$ cat src/include/biu_ahb_defines.svh
// global widths, sram depth and error window of the biu to ahb-lite subsystem
`ifndef BIU_AHB_DEFINES_SVH
`define BIU_AHB_DEFINES_SVH

////////////////////////////////////////
// datapath
////////////////////////////////////////

// data bus width, one fixed word path
`define BIU_XLEN 32

// physical address width
`define BIU_PLEN 32

////////////////////////////////////////
// sram slave
////////////////////////////////////////

// depth in 32 bit words, addresses wrap modulo the depth
`define SRAM_WORDS 256

// first byte address that answers with an ERROR response
`define ERR_BASE 32'h0001_0000

`endif

$ cat src/rtl/biu_ahb_pkg.sv
// type definitions for ahb-lite transfer codes and core biu request fields
package biu_ahb_pkg;

  ////////////////////////////////////////
  // ahb-lite codes
  ////////////////////////////////////////

  typedef enum logic [1:0] {
    HTRANS_IDLE   = 2'b00,  // no transfer
    HTRANS_BUSY   = 2'b01,  // not issued by this master
    HTRANS_NONSEQ = 2'b10,  // first beat
    HTRANS_SEQ    = 2'b11   // later beats
  } htrans_e;

  typedef enum logic [2:0] {
    HBURST_SINGLE = 3'b000,
    HBURST_INCR   = 3'b001,
    HBURST_WRAP4  = 3'b010,
    HBURST_INCR4  = 3'b011,
    HBURST_WRAP8  = 3'b100,
    HBURST_INCR8  = 3'b101,
    HBURST_WRAP16 = 3'b110,
    HBURST_INCR16 = 3'b111
  } hburst_e;

  typedef enum logic [2:0] {
    HSIZE_BYTE  = 3'b000,
    HSIZE_HWORD = 3'b001,
    HSIZE_WORD  = 3'b010
  } hsize_e;

  ////////////////////////////////////////
  // core side request fields
  ////////////////////////////////////////

  // same ordering as the ahb burst codes
  typedef enum logic [2:0] {
    SINGLE = 3'b000,
    INCR   = 3'b001,  // treated as a one beat transfer
    WRAP4  = 3'b010,
    INCR4  = 3'b011,
    WRAP8  = 3'b100,
    INCR8  = 3'b101,
    WRAP16 = 3'b110,
    INCR16 = 3'b111
  } biu_type_e;

  typedef enum logic [2:0] {
    BYTE  = 3'b000,
    HWORD = 3'b001,
    WORD  = 3'b010
  } biu_size_e;

endpackage

$ cat src/rtl/ahb_bus_if.sv
// ahb-lite signal bundle between the single master and the single slave
`include "biu_ahb_defines.svh"

interface ahb_bus_if import biu_ahb_pkg::*; ();

  // address phase, from master
  logic                 hsel;
  logic [`BIU_PLEN-1:0] haddr;
  logic                 hwrite;
  hsize_e               hsize;
  hburst_e              hburst;
  htrans_e              htrans;

  // data phase
  logic [`BIU_XLEN-1:0] hwdata;  // from master
  logic [`BIU_XLEN-1:0] hrdata;  // from slave
  logic                 hready;  // slave hreadyout, no mux on this bus
  logic                 hresp;   // 1 means ERROR

  modport master (
    output hsel, haddr, hwdata, hwrite, hsize, hburst, htrans,
    input  hrdata, hready, hresp
  );

  modport slave (
    input  hsel, haddr, hwdata, hwrite, hsize, hburst, htrans,
    output hrdata, hready, hresp
  );

endinterface

$ cat src/rtl/biu_ahb_bridge.sv
// bridge turning core biu strobe requests into pipelined ahb-lite master transfers
`include "biu_ahb_defines.svh"

module biu_ahb_bridge import biu_ahb_pkg::*; (
  input  logic                 HCLK,
  input  logic                 HRESETn,
  // core biu port
  input  logic                 biu_stb_i,      // request, held until stb ack
  input  logic                 biu_we_i,
  input  logic [`BIU_PLEN-1:0] biu_adri_i,
  input  biu_size_e            biu_size_i,
  input  biu_type_e            biu_type_i,
  input  logic [`BIU_XLEN-1:0] biu_d_i,
  output logic                 biu_stb_ack_o,  // request taken this cycle
  output logic                 biu_d_ack_o,    // write beat taken this cycle
  output logic                 biu_ack_o,      // beat done
  output logic                 biu_err_o,      // burst ended by error
  output logic [`BIU_PLEN-1:0] biu_adro_o,
  output logic [`BIU_XLEN-1:0] biu_q_o,
  // ahb-lite master side
  ahb_bus_if.master            ahb_m
);

  ////////////////////////////////////////
  // field conversion
  ////////////////////////////////////////

  function automatic hsize_e size2hsize(biu_size_e sz);
    case (sz)
      BYTE:    return HSIZE_BYTE;
      HWORD:   return HSIZE_HWORD;
      default: return HSIZE_WORD;
    endcase
  endfunction

  // beats left after the first one
  function automatic logic [3:0] type2cnt(biu_type_e t);
    case (t)
      WRAP4, INCR4:   return 4'd3;
      WRAP8, INCR8:   return 4'd7;
      WRAP16, INCR16: return 4'd15;
      default:        return 4'd0;  // single and one beat incr
    endcase
  endfunction

  function automatic hburst_e type2hburst(biu_type_e t);
    case (t)
      INCR:    return HBURST_INCR;
      WRAP4:   return HBURST_WRAP4;
      INCR4:   return HBURST_INCR4;
      WRAP8:   return HBURST_WRAP8;
      INCR8:   return HBURST_INCR8;
      WRAP16:  return HBURST_WRAP16;
      INCR16:  return HBURST_INCR16;
      default: return HBURST_SINGLE;
    endcase
  endfunction

  // next word address, wrap bursts stay inside their aligned block
  function automatic logic [`BIU_PLEN-1:0] nxt_addr(logic [`BIU_PLEN-1:0] a, hburst_e b);
    logic [`BIU_PLEN-1:0] lin;
    lin = {a[`BIU_PLEN-1:2] + 1'b1, 2'b00};
    case (b)
      HBURST_WRAP4:  return {a[`BIU_PLEN-1:4], lin[3:0]};  // 16 byte block
      HBURST_WRAP8:  return {a[`BIU_PLEN-1:5], lin[4:0]};  // 32 byte block
      HBURST_WRAP16: return {a[`BIU_PLEN-1:6], lin[5:0]};  // 64 byte block
      default:       return lin;
    endcase
  endfunction

  ////////////////////////////////////////
  // address phase control
  ////////////////////////////////////////

  logic [3:0] burst_cnt;   // beats still to issue
  logic       data_ena;    // address phase on the bus
  logic       data_ena_d;  // data phase on the bus

  always_ff @(posedge HCLK or negedge HRESETn) begin
    if (!HRESETn) begin
      data_ena     <= 1'b0;
      biu_err_o    <= 1'b0;
      burst_cnt    <= '0;
      ahb_m.hsel   <= 1'b0;
      ahb_m.haddr  <= '0;
      ahb_m.hwrite <= 1'b0;
      ahb_m.hsize  <= HSIZE_WORD;
      ahb_m.hburst <= HBURST_SINGLE;
      ahb_m.htrans <= HTRANS_IDLE;
    end else begin
      biu_err_o <= 1'b0;  // single cycle pulse
      if (ahb_m.hready) begin
        if (burst_cnt == 4'd0) begin
          if (biu_stb_i && !biu_err_o) begin  // new request, first beat
            data_ena     <= 1'b1;
            burst_cnt    <= type2cnt(biu_type_i);
            ahb_m.hsel   <= 1'b1;
            ahb_m.htrans <= HTRANS_NONSEQ;
            ahb_m.haddr  <= biu_adri_i;
            ahb_m.hwrite <= biu_we_i;
            ahb_m.hsize  <= size2hsize(biu_size_i);
            ahb_m.hburst <= type2hburst(biu_type_i);
          end else begin
            data_ena     <= 1'b0;
            ahb_m.hsel   <= 1'b0;
            ahb_m.htrans <= HTRANS_IDLE;
          end
        end else begin  // next burst beat overlaps previous data
          data_ena     <= 1'b1;
          burst_cnt    <= burst_cnt - 4'd1;
          ahb_m.htrans <= HTRANS_SEQ;
          ahb_m.haddr  <= nxt_addr(ahb_m.haddr, ahb_m.hburst);
        end
      end else if (ahb_m.hresp) begin
        // first error cycle, drop the rest of the burst
        data_ena     <= 1'b0;
        burst_cnt    <= '0;
        ahb_m.hsel   <= 1'b0;
        ahb_m.htrans <= HTRANS_IDLE;
        biu_err_o    <= 1'b1;
      end
      // otherwise wait state, address phase holds
    end
  end

  ////////////////////////////////////////
  // data phase
  ////////////////////////////////////////

  always_ff @(posedge HCLK or negedge HRESETn) begin
    if (!HRESETn) begin
      data_ena_d <= 1'b0;
    end else if (ahb_m.hready) begin
      data_ena_d <= data_ena;
    end
  end

  // write data one stage behind its address phase
  always_ff @(posedge HCLK) begin
    if (biu_d_ack_o) begin
      ahb_m.hwdata <= biu_d_i;
    end
    if (ahb_m.hready) begin
      biu_adro_o <= ahb_m.haddr;  // beat address during its data phase
    end
  end

  assign biu_q_o       = ahb_m.hrdata;
  assign biu_ack_o     = ahb_m.hready & data_ena_d & ~ahb_m.hresp;  // none on error
  assign biu_d_ack_o   = ahb_m.hready & data_ena;
  assign biu_stb_ack_o = ahb_m.hready & (burst_cnt == 4'd0) & biu_stb_i & ~biu_err_o;

endmodule

$ cat src/flat_wrapper.sv
// flat-port wrapper written by rule: the top's interface ports become plain ports
module biu_ahb_bridge_flat import biu_ahb_pkg::*;
  (HCLK, HRESETn, biu_stb_i, biu_we_i, biu_adri_i, biu_size_i, biu_type_i, biu_d_i, biu_stb_ack_o, biu_d_ack_o, biu_ack_o, biu_err_o, biu_adro_o, biu_q_o, ahb_m_hsel, ahb_m_haddr, ahb_m_hwdata, ahb_m_hwrite, ahb_m_hsize, ahb_m_hburst, ahb_m_htrans, ahb_m_hrdata, ahb_m_hready, ahb_m_hresp);
  ahb_bus_if ahb_m_i ();
  input  logic HCLK;
  input  logic HRESETn;
  input  logic biu_stb_i;
  input  logic biu_we_i;
  input  logic [`BIU_PLEN-1:0] biu_adri_i;
  input  biu_size_e biu_size_i;
  input  biu_type_e biu_type_i;
  input  logic [`BIU_XLEN-1:0] biu_d_i;
  output logic biu_stb_ack_o;
  output logic biu_d_ack_o;
  output logic biu_ack_o;
  output logic biu_err_o;
  output logic [`BIU_PLEN-1:0] biu_adro_o;
  output logic [`BIU_XLEN-1:0] biu_q_o;
  output wire logic [$bits(ahb_m_i.hsel)-1:0] ahb_m_hsel;
  output wire logic [$bits(ahb_m_i.haddr)-1:0] ahb_m_haddr;
  output wire logic [$bits(ahb_m_i.hwdata)-1:0] ahb_m_hwdata;
  output wire logic [$bits(ahb_m_i.hwrite)-1:0] ahb_m_hwrite;
  output wire logic [$bits(ahb_m_i.hsize)-1:0] ahb_m_hsize;
  output wire logic [$bits(ahb_m_i.hburst)-1:0] ahb_m_hburst;
  output wire logic [$bits(ahb_m_i.htrans)-1:0] ahb_m_htrans;
  input wire logic [$bits(ahb_m_i.hrdata)-1:0] ahb_m_hrdata;
  input wire logic [$bits(ahb_m_i.hready)-1:0] ahb_m_hready;
  input wire logic [$bits(ahb_m_i.hresp)-1:0] ahb_m_hresp;
  assign ahb_m_hsel = ahb_m_i.hsel;
  assign ahb_m_haddr = ahb_m_i.haddr;
  assign ahb_m_hwdata = ahb_m_i.hwdata;
  assign ahb_m_hwrite = ahb_m_i.hwrite;
  assign ahb_m_hsize = ahb_m_i.hsize;
  assign ahb_m_hburst = ahb_m_i.hburst;
  assign ahb_m_htrans = ahb_m_i.htrans;
  assign ahb_m_i.hrdata = ahb_m_hrdata;
  assign ahb_m_i.hready = ahb_m_hready;
  assign ahb_m_i.hresp = ahb_m_hresp;
  biu_ahb_bridge u_core (.HCLK(HCLK), .HRESETn(HRESETn), .biu_stb_i(biu_stb_i), .biu_we_i(biu_we_i), .biu_adri_i(biu_adri_i), .biu_size_i(biu_size_i), .biu_type_i(biu_type_i), .biu_d_i(biu_d_i), .biu_stb_ack_o(biu_stb_ack_o), .biu_d_ack_o(biu_d_ack_o), .biu_ack_o(biu_ack_o), .biu_err_o(biu_err_o), .biu_adro_o(biu_adro_o), .biu_q_o(biu_q_o), .ahb_m(ahb_m_i));
endmodule
$ cat config.mk
export PLATFORM = sky130hd
export DESIGN_NAME = biu_ahb_bridge_flat
export DESIGN_NICKNAME = d
export VERILOG_FILES = /design/src/rtl/biu_ahb_pkg.sv /design/src/rtl/ahb_bus_if.sv /design/src/rtl/biu_ahb_bridge.sv /design/src/flat_wrapper.sv
export VERILOG_INCLUDE_DIRS = /design/src /design/src/include
export SDC_FILE = /design/constraint.sdc
export NUM_CORES = 1
export LEC_CHECK = 0
export ABC_AREA = 1
export BUFFER_PORTS_ARGS = -buffer_cell sky130_fd_sc_hd__buf_2
export CORE_UTILIZATION = 30
export CTS_CLUSTER_DIAMETER = 120
export DETAILED_ROUTE_END_ITERATION = 10
export HOLD_SLACK_MARGIN = 0.15
export PLACE_DENSITY = 0.55
export SLEW_MARGIN = 30
export SYNTH_ARGS = -nofsm -noshare
export SYNTH_HDL_FRONTEND = slang
export SYNTH_SLANG_ARGS = --single-unit
$ cat constraint.sdc
create_clock -name HCLK -period 1.92 [get_ports HCLK]
set_clock_uncertainty 0.05 [all_clocks]
set_input_delay 0 -clock HCLK [delete_from_list [all_inputs] [get_ports HCLK]]
set_output_delay 0 -clock HCLK [all_outputs]
set_load 0.05 [all_outputs]
======== After elaboration in Yosys (flattened, before gate mapping) ========
Cells that the tools add are included.
storage, ports and cells
  word-level logic and storage cells ...... 79
  memories kept ........................... 0
  bits in latches ......................... 0
  flip-flop bits (word level) ............. 113
  bits of input ports ..................... 108
  output and inout port bits .............. 142
  memory bits (read-only) ................. 0
  RAM bits ................................ 0
cells by class
  multipliers ............................. 0
  shift operators ......................... 0
  eq/ne operators ......................... 17
  order comparisons ....................... 0
  bitwise logic cells ..................... 8
  divide/modulo/power cells ............... 0
  mux-type cells .......................... 22
  reductions and logical operators ........ 15
  $add $sub $neg .......................... 2
operators with widths
  cell                                                                      count
  32-bit case mux with 3 select lines                                       1
  32-bit two-way mux                                                        2
  30-bit by 1-bit adder with 30-bit output (second input constant)          1
  3-bit case mux with 7 select lines                                        1
  3-bit == test (second input constant)                                     6
  4-bit two-way mux                                                         4
  4-bit case mux with 3 select lines                                        1
  3-bit by 2-bit == test with 1-bit output (second input constant)          3
  1-bit two-way mux                                                         8
  2-bit two-way mux                                                         4
  2-bit by 1-bit inequality test with 1-bit output (second input constant)  4
  1-bit bitwise AND                                                         6
  3-bit by 1-bit == test with 1-bit output (second input constant)          2
  2-bit AND reduction                                                       3
  3-bit AND reduction                                                       2
  2-bit OR reduction                                                        3
  5-bit AND reduction                                                       1
  4-bit logical NOT                                                         1
  2-bit case mux with 2 select lines                                        1
  4-bit AND reduction                                                       1
  4-bit by 1-bit subtractor with 4-bit output (second input constant)       1
  3-bit logical NOT                                                         1
  3-bit inequality test (second input constant)                             1
  2-bit inequality test (second input constant)                             1
  4 further kinds                                                           5

======== Depth between registers and ports, before layout ========
  word-level depth ........................ 6
  depth in mapped cells ................... 11
  mapped depth without buffers ............ 10

======== Worst setup path after synthesis ========
OpenSTA, ideal clock, no wires.
  path type ............................... reg2reg
  start point ............................. reg u_core.ahb_m.haddr[3]
  end point ............................... reg u_core.ahb_m.haddr[22]
  clock period less this slack ............ 1.961 ns
  stages on the path, launching flop included .. 11
  required time ........................... 1.752 ns
  arrival time ............................ 1.792 ns
  buffers on the path ..................... 0
  setup time .............................. 0.118 ns
  setup slack ............................. -0.041 ns
  path through ............................ dfrtp_1 -> ha_1 -> nand2_1 -> nor2_2 -> nand2_1 -> nor2_4 -> nand2_1 -> nand2_1 -> nand3_1 -> nand2_1 -> nand2_1
between the ends
  word-level cells in the longest chain between the ends .. 3
ends and longest elaborated chain
  element                                   RTL line               RTL
  start: declaration                        ahb_bus_if.sv:21       output hsel, haddr, hwdata, hwrite, hsize, hburst, htrans,
  start signal: assignment                  biu_ahb_bridge.sv:99   ahb_m.haddr <= biu_adri_i;
  start signal: assignment                  biu_ahb_bridge.sv:112  ahb_m.haddr <= nxt_addr(ahb_m.haddr, ahb_m.hburst);
  30-bit by 1-bit adder with 30-bit output  biu_ahb_bridge.sv:62   lin = {a[`BIU_PLEN-1:2] + 1'b1, 2'b00};
  32-bit case mux with 3 select lines       biu_ahb_bridge.sv:63   case (b)
  32-bit two-way mux                        biu_ahb_bridge.sv:93   if (burst_cnt == 4'd0) begin
Every way passes these cells. The select of a mux whose other input is x is not followed.
A chain may end at the register's enable or synchronous reset.

======== Worst setup path after layout ========
  start point ............................. reg u_core.burst_cnt[0]
  end point ............................... out biu_stb_ack_o
between the ends
  word-level cells in the longest chain between the ends .. 4
ends and longest elaborated chain
  element                          RTL line               RTL
  start: declaration               biu_ahb_bridge.sv:75   logic [3:0] burst_cnt;
  start signal: assignment         biu_ahb_bridge.sv:96   burst_cnt <= type2cnt(biu_type_i);
  start signal: assignment         biu_ahb_bridge.sv:110  burst_cnt <= burst_cnt - 4'd1;
  4-bit logical NOT                biu_ahb_bridge.sv:151  assign biu_stb_ack_o = ahb_m.hready & (burst_cnt == 4'd0) & biu_stb_i & ~biu_err_o;
  1-bit bitwise AND (3 in series)  biu_ahb_bridge.sv:151
  end: declaration                 flat_wrapper.sv:13     output logic biu_stb_ack_o;
Every way passes these cells.

==> qor.csv <==
metric,value,unit
r2r-end,u_core.ahb_m.haddr[25],
required,1.87,ns
drtIter0Drc,310,
path_delay_family,buffers and inverters,
synth_cells,580,
yosys_warnings,0,
finalSetupViolCount,0,
synthToLayoutAreaGrowth,47.0,%
fillers,1670,
gp_congestion,0.819,
drc,0,
grt_usage,16.6,%
drive_gt1_share,28.5,%
grt_antenna_before_repair,0,
p_total,11800,uW
wl_per_cell,13.7,um
power.internal,5860,uW
gr-total-overflow,0,
rsz0062_at_grt,false,
via_count,4765,
cts-htree-levels,3,
row_count,48,
first_pass_iters,5,
fp.dieH,135,um
p_comb_share,49.5,%
ys.flop_type,edfxtp_1,
fmax,559,MHz
crit_path_end_kind,output pin,
maxSlewViolCount,0,
pwr_density_cell,1520,nW/um2
min_period,1.79,ns
clk_pin_slew,0.08,ns
crit_type,reg -> out,
grt_pass1_vias,4548,
min_period_over_period,93.1,%
tightestPinTransition,0.511,ns
yosysSeqAreaShare,58.7,%
clk_latency,0.36,ns
hold_slack,0.175,ns
cts_tree,done,
reg2reg_depth,10,
portBuffers,184,
ys_ff_latch,111,
finalSetupTns,0,ns
clock_tree.root_cell,clkbuf_16,
cts_buffers,9,
seqPwrFrac,33.9,%
ir_worst_vdd,0.738,mV
nNetsFinal,969,
synth.net_count,691,
cp_slowest_cell,dfrtp_1,
synth_cell_types,38,
ys_async_sr_fraction,42.3,%
leakagePower,0.00361,uW
worstReg2RegStart,u_core.burst_cnt[0],
reg2reg_setup_slack,0.18,ns
p_switching,5930,uW
cts_sinks,111,
path_buf_inv,5,
hold_class,in -> async,
path_max_fanout,8,
grt_pass1_wl,23300,um
avgSynthCellArea,9.10,um2
clock_path_buffers,2,
crit_path_start_kind,flop,
sw_frac_of_total,50.3,%
crit_chain,inv_1 -> ha_2 -> nand3_4 -> inv_2 -> nand2_4 -> buf_4 -> clkinvlp_4 -> buf_6,
synth-edff-count,64,
slowest_delay,0.36,ns
start_util,30.6,%
maxCapViolations,0,
slew_headroom,65.8,%
core-area,17200,um2
status,"complete, no violations",
syn_area,5280,um2
die_x,135,um
grt_start_max_net_pins,50,
final_antenna_net_count,0,
critPathArrivalTime,1.74,ns
hold_viol_final,0,
dp_hpwl,10300,um
die_area,18100,um2
diodes,0,
wirelength,14900,um
ioPinCount,250,
p_clk_share,16.6,%
drt-vias-per-instance,4.38,
[cells by family after synthesis]
family / Yosys count / synth area share [%]
adders and majority gates: 3 / 0.711
xor gates and xnor gates: 5 / 0.830
DFF: 111 / 58.7
buffers and inverters: 89 / 9.13
and+or+nand+nor: 326 / 25.5
other: 1 / 0.0710
AOI/OAI and AO/OA: 45 / 5.07
[repair_timing]
item	CTS	global route
setup endpoints to repair	1	21
hold buffers	109	0
gates cloned	0	1
buffers inserted	0	3
pin swaps	0	3
resized for setup	1	10
hold endpoints to repair	160	0
[stage by stage]
step | cells | util, % | cell area [um2] | worst slack, ns
6_report | 1088 | 45.0 | 7760 | 0.132
5_1_grt | 1088 | 45.0 | 7760 | 0.00723
4_1_cts | 1084 | 44.7 | 7700 | 0.0197
3_5_place_dp | 959 | 36.5 | 6290 | 0.0701
3_3_place_gp | 959 | 36.5 | 6290 | 0.141
2_1_floorplan | 580 | - | 5280 | 0.0260
[cells in the final DEF, fill, tap and decap left out, types with 2 or more instances in the layout]
cell,n
a22o_1,3
a31oi_1,2
buf_2,184
buf_4,15
buf_6,2
clkbuf_16,9
clkinv_8,3
clkinvlp_4,3
dfrtp_1,44
dfrtp_2,2
dlygate4sd3_1,108
edfxtp_1,64
ha_1,2
inv_1,40
inv_2,3
nand2_1,171
nand2_2,3
nand3_1,42
nor2_1,94
nor2_2,4
nor2_4,2
o21ai_0,26
o21ai_1,4
o22ai_1,4
or2_2,4
xnor2_1,4
[registers in the layout (all words and copies together), names as in the netlist, 2 cells and up]
| register | cells |
|---|---|
| u_core.ahb_m.haddr | 32 |
| u_core.ahb_m.hwdata | 32 |
| u_core.biu_adro_o | 32 |
| u_core.burst_cnt | 4 |
| u_core.ahb_m.hburst | 3 |
| u_core.ahb_m.hsize | 2 |
[how the worst max path moves through the flow]
stage,start,endpoint,slack [ns],cells past startpoint
finish,u_core.burst_cnt[0],biu_stb_ack_o,0.13,8
CTS,u_core.burst_cnt[0],biu_stb_ack_o,0.02,8
floorplan,u_core.burst_cnt[0],u_core.ahb_m.hsize[0],0.03,9
global placement,u_core.ahb_m.haddr[2],u_core.ahb_m.haddr[22],0.14,10
detailed placement,u_core.burst_cnt[0],u_core.ahb_m.haddr[25],0.07,10
global route,u_core.burst_cnt[1],biu_stb_ack_o,0.007,8
[worst register-to-register path, cell delays in order, from the launching register on]
cell	delay, ns
dfrtp_1	0.33
inv_1	0.05
ha_2	0.20
nand3_4	0.12
nand2_2	0.10
o21ai_4	0.25
nand2_8	0.17
buf_6	0.21
nor2_1	0.09
nand2_1	0.06
nand2_1	0.06
[metal layers]
| metal | part of all wire [%] | vias up | track usage, % |
|---|---|---|---|
| li1 | - | 2395 | - |
| met1 | 44 | 2163 | 21.3 |
| met2 | 48 | 194 | 28.1 |
| met3 | 5.8 | 13 | 3.00 |
| met4 | 1.5 | 0 | 5.62 |
| met5 | 0 | - | 0 |
[power by group through the flow]
stage	sequential [uW]	clock, uW	combinational (uW)
after CTS	4020	2010	5750
after detailed placement	4060	0	5430
after global routing	4110	2120	6340
after floorplan	6020	0	2170
after global placement	4050	0	5400
final	4000	1950	5840
[Yosys cell counts, types with 2 or more instances]
library cell    n  area share, %
o21ai_1         4           0.38
buf_2           4           0.38
inv_1          41            2.9
buf_6           2           0.43
or2_2           4           0.47
edfxtp_1       64             36
a31oi_1         2           0.24
xnor2_1         4           0.66
o22ai_1         4           0.47
nand2_2         2           0.24
nor2_2          4           0.47
a22o_1          3           0.50
nand3_1        42            4.0
inv_2           3           0.21
ha_1            3           0.71
clkbuf_1        3           0.21
nor2_1         95            6.8
buf_4          34            4.8
nand2_1       172             12
dfrtp_1        46             22
o21ai_0        26            2.5
nand2_4         2           0.43
[layout make-up]
type	count	area, um2	area share (%)
Tap cell	225	282	3.63
Inverter	45	176	2.27
Clock buffer	9	225	2.90
Multi-Input combinational cell	380	1720	22.1
Timing Repair Buffer	310	2160	27.8
Sequential cell	111	3100	40.0
Timing Repair inverter	1	7.51	0.0967
Clock inverter	7	93.8	1.21
No activity file was read; power rests on OpenSTA's default activity.
